[config.mk]
export PLATFORM = sky130hd
export DESIGN_NAME = dma_sink_core
export DESIGN_NICKNAME = d
export VERILOG_FILES = /design/src/verilog/dma_sink_pkg.sv /design/src/verilog/dma_sink_if.sv /design/src/verilog/fill_buffer.sv /design/src/verilog/channel_scheduler.sv /design/src/verilog/axi_write_engine.sv /design/src/verilog/dma_sink_core.sv
export SDC_FILE = /design/constraint.sdc
export NUM_CORES = 2
export LEC_CHECK = 0
export ABC_CLOCK_PERIOD_IN_PS = 9000
export BUFFER_PORTS_ARGS = -buffer_cell sky130_fd_sc_hd__buf_2
export CAP_MARGIN = 10
export CORE_MARGIN = 3
export CORE_UTILIZATION = 49
export DETAILED_ROUTE_END_ITERATION = 10
export GPL_ROUTABILITY_DRIVEN = 0
export HOLD_SLACK_MARGIN = 0.05
export PLACE_DENSITY = 0.63
export SLEW_MARGIN = 20
export SYNTH_ARGS = -nofsm -noshare
export SYNTH_HDL_FRONTEND = slang
export SYNTH_SLANG_ARGS = --single-unit
[constraint.sdc]
create_clock -name clk -period 9 [get_ports clk]
set_clock_uncertainty 0.2 [all_clocks]
set_input_delay 1.35 -clock clk [delete_from_list [all_inputs] [get_ports clk]]
set_output_delay 1.35 -clock clk [all_outputs]
set_load 0.02 [all_outputs]
[src/verilog/dma_sink_pkg.sv]
/*
 * Shared definitions for the network-to-memory data mover:
 * widths, buffer depth, burst limit, engine states, AXI codes
 */
package dma_sink_pkg;

    // Channels
    localparam int NUM_CH = 4;
    localparam int CH_W = 2;

    // Address and data path
    localparam int ADDR_W = 32;
    localparam int DATA_W = 32;
    localparam int BEAT_BYTES = 4;

    // Fill buffer, per channel
    localparam int BUF_DEPTH = 16;
    localparam int PTR_W = 4;
    // Holds 0..BUF_DEPTH
    localparam int LVL_W = 5;

    // Transfer and burst sizing
    localparam int XFER_W = 16;
    localparam int MAX_BURST = 4;
    // Holds 0..MAX_BURST
    localparam int BURST_W = 3;
    localparam int LEN_W = 8;

    // AXI write response
    localparam int RESP_W = 2;
    localparam logic [RESP_W-1:0] RESP_OKAY = 2'b00;

    // Write engine states
    localparam int ST_W = 2;
    localparam logic [ST_W-1:0] ST_IDLE = 2'd0;
    localparam logic [ST_W-1:0] ST_ADDR = 2'd1;
    localparam logic [ST_W-1:0] ST_DATA = 2'd2;
    localparam logic [ST_W-1:0] ST_RESP = 2'd3;

endpackage : dma_sink_pkg

[src/verilog/dma_sink_if.sv]
/*
 * Internal buses of the data mover: burst commands with completion
 * from scheduler to write engine, and the fill buffer read side
 */
`timescale 1ns/100ps

interface burst_cmd_if import dma_sink_pkg::*; ();

    // Command, scheduler to engine
    logic               cmd_valid;
    logic               cmd_ready;
    logic [CH_W-1:0]    cmd_chan;
    logic [ADDR_W-1:0]  cmd_addr;
    logic [BURST_W-1:0] cmd_beats;

    // Completion, engine to scheduler
    logic               done;
    logic [CH_W-1:0]    done_chan;
    logic               done_err;

    modport sched (
        output cmd_valid, cmd_chan, cmd_addr, cmd_beats,
        input  cmd_ready, done, done_chan, done_err
    );

    modport engine (
        input  cmd_valid, cmd_chan, cmd_addr, cmd_beats,
        output cmd_ready, done, done_chan, done_err
    );

endinterface : burst_cmd_if

interface fill_rd_if import dma_sink_pkg::*; ();

    // One fill count per channel
    logic [NUM_CH-1:0][LVL_W-1:0] level;
    // Oldest beat of rd_chan, combinational
    logic [DATA_W-1:0]            rd_data;
    logic [CH_W-1:0]              rd_chan;
    logic                         pop;

    modport buffer (output level, rd_data, input rd_chan, pop);
    modport engine (input rd_data, output rd_chan, pop);
    modport sched (input level);

endinterface : fill_rd_if

[src/verilog/fill_buffer.sv]
/*
 * Per-channel circular fill buffers sharing one memory, with
 * per-channel levels and free space toward the fill source
 */
`timescale 1ns/100ps

module fill_buffer import dma_sink_pkg::*; (
    input  logic                         clk,
    input  logic                         reset,

    // Fill stream from the network side
    input  logic                         fill_valid,
    output logic                         fill_ready,
    input  logic [CH_W-1:0]              fill_id,
    input  logic [DATA_W-1:0]            fill_data,
    output logic [NUM_CH-1:0][LVL_W-1:0] space_free,

    // Read side toward engine and scheduler
    fill_rd_if.buffer                    rd
);

    // Channel picks the upper address bits of the shared memory
    logic [DATA_W-1:0]            mem [NUM_CH*BUF_DEPTH];

    logic [NUM_CH-1:0][PTR_W-1:0] wr_ptr;
    logic [NUM_CH-1:0][PTR_W-1:0] rd_ptr;
    logic [NUM_CH-1:0][LVL_W-1:0] level;
    logic [NUM_CH-1:0]            wr_hit;
    logic [NUM_CH-1:0]            rd_hit;
    logic                         fill_fire;

    // Full channel holds off the source
    assign fill_ready = (level[fill_id] != LVL_W'(BUF_DEPTH));
    assign fill_fire  = fill_valid && fill_ready;

    always_comb begin
        for (int i = 0; i < NUM_CH; i++) begin
            wr_hit[i]     = fill_fire && (fill_id == CH_W'(i));
            rd_hit[i]     = rd.pop && (rd.rd_chan == CH_W'(i));
            space_free[i] = LVL_W'(BUF_DEPTH) - level[i];
        end
    end

    // ==================================================
    // Storage
    // ==================================================

    always_ff @(posedge clk) begin
        if (fill_fire) begin
            mem[{fill_id, wr_ptr[fill_id]}] <= fill_data;
        end
    end

    // Head of the selected channel, no read latency
    assign rd.rd_data = mem[{rd.rd_chan, rd_ptr[rd.rd_chan]}];

    // ==================================================
    // Pointers and levels
    // ==================================================

    always_ff @(posedge clk) begin
        if (reset) begin
            wr_ptr <= '0;
            rd_ptr <= '0;
            level  <= '0;
        end else begin
            for (int i = 0; i < NUM_CH; i++) begin
                // Pointers wrap at BUF_DEPTH on their own
                if (wr_hit[i]) begin
                    wr_ptr[i] <= wr_ptr[i] + 1'b1;
                end
                if (rd_hit[i]) begin
                    rd_ptr[i] <= rd_ptr[i] + 1'b1;
                end
                // Write and pop together cancel out
                if (wr_hit[i] && !rd_hit[i]) begin
                    level[i] <= level[i] + 1'b1;
                end else if (rd_hit[i] && !wr_hit[i]) begin
                    level[i] <= level[i] - 1'b1;
                end
            end
        end
    end

    assign rd.level = level;

    // Engine never drains a channel below empty
    a_no_pop_empty: assert property (
        @(posedge clk) disable iff (reset)
        rd.pop |-> (level[rd.rd_chan] != '0)
    ) else $error("fill_buffer: pop on empty channel %0d", rd.rd_chan);

endmodule : fill_buffer

[src/verilog/channel_scheduler.sv]
/*
 * Per-channel transfer tracking: takes kicks, cuts transfers into
 * bursts of up to MAX_BURST beats, grants them round robin
 */
`timescale 1ns/100ps

module channel_scheduler import dma_sink_pkg::*; (
    input  logic                          clk,
    input  logic                          reset,

    // Kick from software
    input  logic [NUM_CH-1:0]             kick_valid,
    output logic [NUM_CH-1:0]             kick_ready,
    input  logic [NUM_CH-1:0][ADDR_W-1:0] kick_addr,
    input  logic [NUM_CH-1:0][XFER_W-1:0] kick_beats,

    // Channel status
    output logic [NUM_CH-1:0]             done_strobe,
    output logic [NUM_CH-1:0]             ch_error,

    burst_cmd_if.sched                    cmd,
    fill_rd_if.sched                      lvl
);

    // Per-channel transfer state
    logic [NUM_CH-1:0]              busy;
    logic [NUM_CH-1:0]              issued;
    logic [NUM_CH-1:0]              err;
    logic [NUM_CH-1:0][ADDR_W-1:0]  next_addr;
    logic [NUM_CH-1:0][XFER_W-1:0]  remain;
    logic [NUM_CH-1:0][BURST_W-1:0] burst_sz;

    logic [NUM_CH-1:0]              kick_fire;
    logic [NUM_CH-1:0]              done_hit;
    logic [NUM_CH-1:0]              fin;
    logic [NUM_CH-1:0]              elig;

    // Arbitration
    logic [CH_W-1:0]                last_grant;
    logic [CH_W-1:0]                grant_ch;
    logic                           any_elig;
    logic                           grant_ok;

    // Held command
    logic                           cmd_valid_r;
    logic [CH_W-1:0]                cmd_chan_r;
    logic [ADDR_W-1:0]              cmd_addr_r;
    logic [BURST_W-1:0]             cmd_beats_r;

    assign kick_ready = ~busy;
    assign kick_fire  = kick_valid & ~busy;

    always_comb begin
        for (int i = 0; i < NUM_CH; i++) begin
            // Smaller of remaining beats and MAX_BURST
            if (remain[i] >= XFER_W'(MAX_BURST)) begin
                burst_sz[i] = BURST_W'(MAX_BURST);
            end else begin
                burst_sz[i] = BURST_W'(remain[i]);
            end
            done_hit[i] = cmd.done && (cmd.done_chan == CH_W'(i));
            // Nothing left and no burst in flight
            fin[i]      = busy[i] && !issued[i] && (remain[i] == '0);
            elig[i]     = busy[i] && !issued[i] && (remain[i] != '0) &&
                          (lvl.level[i] >= LVL_W'(burst_sz[i]));
        end
    end

    assign done_strobe = fin;
    assign ch_error    = err;

    // ==================================================
    // Round-robin grant
    // ==================================================

    // Search starts one past the last grant
    always_comb begin
        logic [CH_W-1:0] idx;
        grant_ch = last_grant;
        any_elig = 1'b0;
        for (int k = 1; k <= NUM_CH; k++) begin
            idx = last_grant + CH_W'(k);
            if (!any_elig && elig[idx]) begin
                grant_ch = idx;
                any_elig = 1'b1;
            end
        end
    end

    // New grant only once the held command is gone
    assign grant_ok = any_elig && !cmd_valid_r;

    // ==================================================
    // Control state
    // ==================================================

    always_ff @(posedge clk) begin
        if (reset) begin
            busy        <= '0;
            issued      <= '0;
            err         <= '0;
            cmd_valid_r <= 1'b0;
            last_grant  <= CH_W'(NUM_CH - 1);
        end else begin
            for (int i = 0; i < NUM_CH; i++) begin
                if (kick_fire[i]) begin
                    busy[i]   <= 1'b1;
                    issued[i] <= 1'b0;
                    err[i]    <= 1'b0;
                end else if (fin[i]) begin
                    busy[i] <= 1'b0;
                end
                // Sticky until next kick
                if (done_hit[i]) begin
                    issued[i] <= 1'b0;
                    err[i]    <= err[i] | cmd.done_err;
                end
            end
            if (grant_ok) begin
                issued[grant_ch] <= 1'b1;
                last_grant       <= grant_ch;
                cmd_valid_r      <= 1'b1;
            end else if (cmd_valid_r && cmd.cmd_ready) begin
                cmd_valid_r <= 1'b0;
            end
        end
    end

    // Address and count advance by the finished burst
    always_ff @(posedge clk) begin
        for (int i = 0; i < NUM_CH; i++) begin
            if (kick_fire[i]) begin
                next_addr[i] <= kick_addr[i];
                remain[i]    <= kick_beats[i];
            end else if (done_hit[i]) begin
                next_addr[i] <= next_addr[i] + ADDR_W'(burst_sz[i]) * BEAT_BYTES;
                remain[i]    <= remain[i] - XFER_W'(burst_sz[i]);
            end
        end
        if (grant_ok) begin
            cmd_chan_r  <= grant_ch;
            cmd_addr_r  <= next_addr[grant_ch];
            cmd_beats_r <= burst_sz[grant_ch];
        end
    end

    assign cmd.cmd_valid = cmd_valid_r;
    assign cmd.cmd_chan  = cmd_chan_r;
    assign cmd.cmd_addr  = cmd_addr_r;
    assign cmd.cmd_beats = cmd_beats_r;

    // Every burst carries data
    a_beats_nonzero: assert property (
        @(posedge clk) disable iff (reset)
        cmd.cmd_valid |-> (cmd.cmd_beats != '0)
    ) else $error("channel_scheduler: zero-beat burst command");

    // Command held until the engine takes it
    a_cmd_stable: assert property (
        @(posedge clk) disable iff (reset)
        (cmd.cmd_valid && !cmd.cmd_ready) |=>
            (cmd.cmd_valid && $stable(cmd.cmd_chan) &&
             $stable(cmd.cmd_addr) && $stable(cmd.cmd_beats))
    ) else $error("channel_scheduler: command changed before accept");

endmodule : channel_scheduler

[src/verilog/axi_write_engine.sv]
/*
 * AXI4 write master for one burst at a time: address, data and
 * response phases in sequence, then a completion pulse
 */
`timescale 1ns/100ps

module axi_write_engine import dma_sink_pkg::*; (
    input  logic                clk,
    input  logic                reset,

    burst_cmd_if.engine         cmd,
    fill_rd_if.engine           rd,

    // Write address channel
    output logic                awvalid,
    input  logic                awready,
    output logic [ADDR_W-1:0]   awaddr,
    output logic [LEN_W-1:0]    awlen,
    output logic [CH_W-1:0]     awid,

    // Write data channel
    output logic                wvalid,
    input  logic                wready,
    output logic [DATA_W-1:0]   wdata,
    output logic                wlast,

    // Write response channel
    input  logic                bvalid,
    output logic                bready,
    input  logic [RESP_W-1:0]   bresp
);

    logic [ST_W-1:0]    state;
    logic               cmd_fire;
    logic               done_r;

    // Latched burst
    logic [CH_W-1:0]    chan_r;
    logic [ADDR_W-1:0]  addr_r;
    logic [BURST_W-1:0] beats_r;
    // Beats still to send
    logic [BURST_W-1:0] cnt;
    logic               err_r;

    assign cmd.cmd_ready = (state == ST_IDLE);
    assign cmd_fire      = cmd.cmd_valid && cmd.cmd_ready;

    // ==================================================
    // Phase sequencing
    // ==================================================

    always_ff @(posedge clk) begin
        if (reset) begin
            state  <= ST_IDLE;
            done_r <= 1'b0;
        end else begin
            done_r <= 1'b0;
            case (state)
                ST_IDLE: if (cmd_fire) state <= ST_ADDR;
                ST_ADDR: if (awready) state <= ST_DATA;
                ST_DATA: if (wready && wlast) state <= ST_RESP;
                ST_RESP: begin
                    if (bvalid) begin
                        state  <= ST_IDLE;
                        done_r <= 1'b1;
                    end
                end
                default: state <= ST_IDLE;
            endcase
        end
    end

    always_ff @(posedge clk) begin
        if (cmd_fire) begin
            chan_r  <= cmd.cmd_chan;
            addr_r  <= cmd.cmd_addr;
            beats_r <= cmd.cmd_beats;
            cnt     <= cmd.cmd_beats;
        end else if (wvalid && wready) begin
            cnt <= cnt - 1'b1;
        end
        // Any non-OKAY code flags the burst
        if (bvalid && bready) begin
            err_r <= (bresp != RESP_OKAY);
        end
    end

    // AXI length is beats minus one
    assign awvalid = (state == ST_ADDR);
    assign awaddr  = addr_r;
    assign awlen   = LEN_W'(beats_r - 1'b1);
    assign awid    = chan_r;

    // Beats come straight off the buffer head
    assign wvalid     = (state == ST_DATA);
    assign wdata      = rd.rd_data;
    assign wlast      = (cnt == BURST_W'(1));
    assign rd.rd_chan = chan_r;
    assign rd.pop     = wvalid && wready;

    assign bready = (state == ST_RESP);

    // Completion one cycle after the response
    assign cmd.done      = done_r;
    assign cmd.done_chan = chan_r;
    assign cmd.done_err  = err_r;

    // Data only in the data phase, never past the burst end
    a_wvalid_phase: assert property (
        @(posedge clk) disable iff (reset)
        wvalid |-> (state == ST_DATA) && (cnt != '0)
    ) else $error("axi_write_engine: wvalid outside data phase");

endmodule : axi_write_engine

[src/verilog/dma_sink_core.sv]
/*
 * Four-channel network-to-memory data mover: fill buffer,
 * burst scheduler and AXI write engine behind plain ports
 */
`timescale 1ns/100ps

module dma_sink_core import dma_sink_pkg::*; (
    input  logic                          clk,
    input  logic                          reset,

    // ==================================================
    // Per-channel kick
    // ==================================================
    input  logic [NUM_CH-1:0]             kick_valid,
    output logic [NUM_CH-1:0]             kick_ready,
    input  logic [NUM_CH-1:0][ADDR_W-1:0] kick_addr,
    input  logic [NUM_CH-1:0][XFER_W-1:0] kick_beats,

    // ==================================================
    // Fill stream
    // ==================================================
    input  logic                          fill_valid,
    output logic                          fill_ready,
    input  logic [CH_W-1:0]               fill_id,
    input  logic [DATA_W-1:0]             fill_data,
    output logic [NUM_CH-1:0][LVL_W-1:0]  space_free,

    // ==================================================
    // AXI4 write master
    // ==================================================
    output logic                          awvalid,
    input  logic                          awready,
    output logic [ADDR_W-1:0]             awaddr,
    output logic [LEN_W-1:0]              awlen,
    output logic [CH_W-1:0]               awid,
    output logic                          wvalid,
    input  logic                          wready,
    output logic [DATA_W-1:0]             wdata,
    output logic                          wlast,
    input  logic                          bvalid,
    output logic                          bready,
    input  logic [RESP_W-1:0]             bresp,

    // Status
    output logic [NUM_CH-1:0]             done_strobe,
    output logic [NUM_CH-1:0]             ch_error
);

    // Scheduler to engine, commands and completions
    burst_cmd_if u_cmd_bus ();
    // Buffer read side and levels
    fill_rd_if   u_rd_bus ();

    fill_buffer u_fill_buffer (
        .clk        (clk),
        .reset      (reset),
        .fill_valid (fill_valid),
        .fill_ready (fill_ready),
        .fill_id    (fill_id),
        .fill_data  (fill_data),
        .space_free (space_free),
        .rd         (u_rd_bus.buffer)
    );

    channel_scheduler u_scheduler (
        .clk         (clk),
        .reset       (reset),
        .kick_valid  (kick_valid),
        .kick_ready  (kick_ready),
        .kick_addr   (kick_addr),
        .kick_beats  (kick_beats),
        .done_strobe (done_strobe),
        .ch_error    (ch_error),
        .cmd         (u_cmd_bus.sched),
        .lvl         (u_rd_bus.sched)
    );

    axi_write_engine u_write_engine (
        .clk     (clk),
        .reset   (reset),
        .cmd     (u_cmd_bus.engine),
        .rd      (u_rd_bus.engine),
        .awvalid (awvalid),
        .awready (awready),
        .awaddr  (awaddr),
        .awlen   (awlen),
        .awid    (awid),
        .wvalid  (wvalid),
        .wready  (wready),
        .wdata   (wdata),
        .wlast   (wlast),
        .bvalid  (bvalid),
        .bready  (bready),
        .bresp   (bresp)
    );

endmodule : dma_sink_core

==> key figures <==
Die
  – DIE AREA: 207,000 um^2
  – Starting utilization of the core area: ~50%
  – # IOs: ~350
  – Number of core rows: 164
  – Core area: 200,000 um^2
  – Width of the die: 455 um
  – Die Y-Extent: 455 um

Clock tree
  – Hold-fix buffer count after cts: 0
  – Number of sinks handled by clock tree synthesis: around 2,400
  – Clock Latency Late Sink: approximately 0.87 ns
  – Clock-pin slew reported for the worst setup and hold paths after clock tree synthesis: approximately 0.060 ns
  – Library cell used as clock root buffer: sky130_fd_sc_hd__clkbuf_16
  – Clock tree buffer depth: 3
  – Number of gates resized after cts: 0
  – H-tree Lvls: 4
  – Cts bufs inserted: approximately 240
  – Post CTS Setup Buffer Count: 0
  – Clock tree from TritonCTS: built

Placed design
  – Post-Place Cell Area: about 100,000 um^2
  – Dpl cells: 10,100
  – Number of I/O port buffers: 348
  – Hpwl dp: 174,000 um
  – Pre-CTS setup slack: roughly 2.9 ns

Global routing
  – Pin count of the biggest net entering global routing: 152
  – Initial antenna violation count: 14
  – Wire length of the first global-routing pass: 425,000 um
  – Number of global-route vias before repair: between 60,000 and 70,000
  – Total overflow reported by the global router: 0
  – GR Util All Layers: 28.3%

STA
  – Summed negative setup slack over all endpoints: 0 ns
  – Max-slew violations: 0
  – Final Hold Violating Endpoints: 0
  – Clock period minus worst slack: 7.06 ns
  – Transition at the pin with the smallest max-transition slack: 1.21 ns
  – Post-route worst setup slack: around 1.9 ns
  – Period Utilization, post-route: 78.4%
  – Max Clock Freq: around 140 MHz
  – Finish-stage setup viols: 0
  – RSZ-0062 raised after global routing: false
  – Slew headroom: 19.4%

Yosys
  – Share of Yosys cell area claimed by the top area cell type: 70.5%
  – Cell types with the largest area share after synthesis: sky130_fd_sc_hd__edfxtp_1, sky130_fd_sc_hd__nand2_1, sky130_fd_sc_hd__nand3_1
  – Most frequent cells after synthesis: sky130_fd_sc_hd__edfxtp_1, sky130_fd_sc_hd__nand2_1, sky130_fd_sc_hd__nand3_1, sky130_fd_sc_hd__nor2_1, sky130_fd_sc_hd__clkbuf_1
  – Number of synthesized flops with an enable pin: 2,318
  – Gate count after technology mapping: about 7,400
  – Warnings, synthesis: 0
  – Cell taking the most area after synthesis: sky130_fd_sc_hd__edfxtp_1
  – Sequential area share after synthesis: 71.9%
  – Synthesis-stage register bit count: ~2,400
  – Cell Area, Synth: 98,800 um^2
  – Library cell with the highest instance count after synthesis: sky130_fd_sc_hd__edfxtp_1
  – Yosys cell types: 79
  – Dominant synthesized flop cell: sky130_fd_sc_hd__edfxtp_1
  – Fraction of registers with async set or reset after synthesis: 0%
  – Synthesized area per cell: 13.4 um^2

Routing
  – Drt total wl: 299,000 um
  – Vias after detailed routing: 64,300
  – Drt pass-1 iters: 7
  – Remaining number of nets flagged by the antenna check after routing: 0
  – Routed via count divided by cell count: approximately 6
  – Average wire per cell in the routed design: 28.2 um
  – Drt initial violations: 8,718
  – Number of remaining DRC errors: 0

Finish
  – Post-layout instance count excluding filler cells: roughly 11,000
  – Cell area after layout: 112,000 um^2
  – Relative area change from synthesis to final layout: 13.3%
  – Number of nets in the layout: between 8,000 and 9,000
  – Layout filler cell count: around 16,000
  – Share of layout cells above drive strength 1: 13.8%
  – Utilization after layout: 55.9%

Worst setup path
  – Data required, critical path: 7.45 ns
  – Worst setup SP type: flip-flop
  – Start-to-end type of the worst setup path: reg -> out
  – Capturing element type of the critical path: primary output
  – Top fanout value on the critical path: 48
  – Data arrival time at the worst-slack endpoint: 5.51 ns

Power
  – Leakage power total: 38.3 nW
  – Total power divided by cell area: approximately 220 nW/um^2
  – Peak VDD IR: 0.203 mV

Flow run
  – Count of maximum capacitance violations: 0

Worst hold path
  – Class of the most critical hold timing path: reg -> reg

Status
  – Status: complete, no violations
-- sequential cells by signal, summed over array words and instances, names as in the netlist, 2 cells and up --
| register | flops |
|---|---|
| u_write_engine.beats_r | 3 |
| u_scheduler.remain | 64 |
| u_scheduler.next_addr | 128 |
| u_scheduler.ch_error | 4 |
| u_write_engine.awaddr | 32 |
| u_fill_buffer.wr_ptr | 16 |
| u_scheduler.cmd.cmd_addr | 32 |
| u_scheduler.busy | 4 |
| u_write_engine.awid | 2 |
| u_scheduler.cmd.cmd_beats | 3 |
| u_fill_buffer.mem | 2048 |
| u_scheduler.last_grant | 2 |
| u_scheduler.cmd.cmd_chan | 2 |
| u_write_engine.state | 2 |
| u_fill_buffer.rd_ptr | 16 |
| u_write_engine.cnt | 3 |
| u_fill_buffer.rd.level | 20 |
| u_scheduler.issued | 4 |
-- path summary, 6_finish.rpt --
kind,cells past startpoint,from,endpoint,slack [ns]
worst max-delay path,11,u_write_engine.awid[0],wdata[0],1.94
worst min-delay path,0,u_scheduler.cmd.cmd_addr[18],u_write_engine.awaddr[18],0.21
worst max register to register,13,u_scheduler.remain[25],u_scheduler.cmd.cmd_beats[0],3.39
worst min register to register,0,u_scheduler.cmd.cmd_addr[18],u_write_engine.awaddr[18],0.21
-- stage by stage --
stage                     power, mW  hold WS, ns
after CTS                      24.4        0.216
after global placement         14.7        0.202
after global routing           25.0        0.218
after detailed placement       14.7        0.205
after floorplan                13.9        0.200
final                          24.3        0.212
-- final cells by class --
cell class                      instances  area, um^2  area share, %
Sequential cell                      2388       71000           63.4
Multi-Input combinational cell       4498       26300           23.5
Clock buffer                          310        6260           5.60
Timing Repair Buffer                  526        3380           3.02
Tap cell                             2656        3320           2.97
Clock inverter                        135        1400           1.25
Inverter                               68         255          0.228
Antenna cell                            6        15.0         0.0134
-- cell usage in the layout (no fill, tap or decap), types with 130 or more instances in the layout --
cell / synthesis / routed
sky130_fd_sc_hd__nor2_1: 233 / 163
sky130_fd_sc_hd__nand2_1: 1873 / 1869
sky130_fd_sc_hd__mux2i_1: 160 / 157
sky130_fd_sc_hd__o21ai_0: 183 / 183
sky130_fd_sc_hd__clkbuf_16: 0 / 237
sky130_fd_sc_hd__buf_4: 17 / 162
sky130_fd_sc_hd__nand3_1: 727 / 727
sky130_fd_sc_hd__edfxtp_1: 2318 / 2318
sky130_fd_sc_hd__and3_1: 130 / 130
sky130_fd_sc_hd__buf_2: 155 / 343
-- power by group --
part	internal (mW)	total [mW]	switching, mW
clock network	5.47	9.75	4.29
registers	12.5	12.6	0.146
logic	0.587	1.91	1.32
total	18.5	24.3	5.75
-- logic make-up after synthesis --
family                   count (synthesis)  share of synthesized area (%)
AO/OA/AOI/OAI                          607                           3.91
buffers and inverters                  473                           2.21
XOR/XNOR                               194                           1.72
flip-flops                            2388                           71.9
other                                    1                        0.00380
AND/OR/NAND/NOR                       3336                           15.0
adder cells (fa/ha/maj)                 72                          0.973
multiplexers                           285                           4.30
-- critical path, stage by stage (launching register included) --
cell                        delay (ns)
sky130_fd_sc_hd__edfxtp_1         0.33
sky130_fd_sc_hd__buf_4            0.41
sky130_fd_sc_hd__mux2_2           0.46
sky130_fd_sc_hd__mux2i_4          0.64
sky130_fd_sc_hd__buf_12           0.38
sky130_fd_sc_hd__buf_4            0.49
sky130_fd_sc_hd__nand3_1          0.14
sky130_fd_sc_hd__a21oi_1          0.24
sky130_fd_sc_hd__a2111oi_0        0.12
sky130_fd_sc_hd__a221oi_1         0.76
sky130_fd_sc_hd__nand4_1          0.35
sky130_fd_sc_hd__buf_2            0.26
-- per-layer routing --
| metal | track usage, % | vias up | wire length (um) |
|---|---|---|---|
| li1 | - | 27900 | - |
| met1 | 38.6 | 32300 | 117000 |
| met2 | 44.7 | 3455 | 140000 |
| met3 | 6.25 | 572 | 30100 |
| met4 | 10.8 | 10 | 12100 |
| met5 | 0 | - | 64 |
Note: power is estimated with default switching activity, not from simulation.
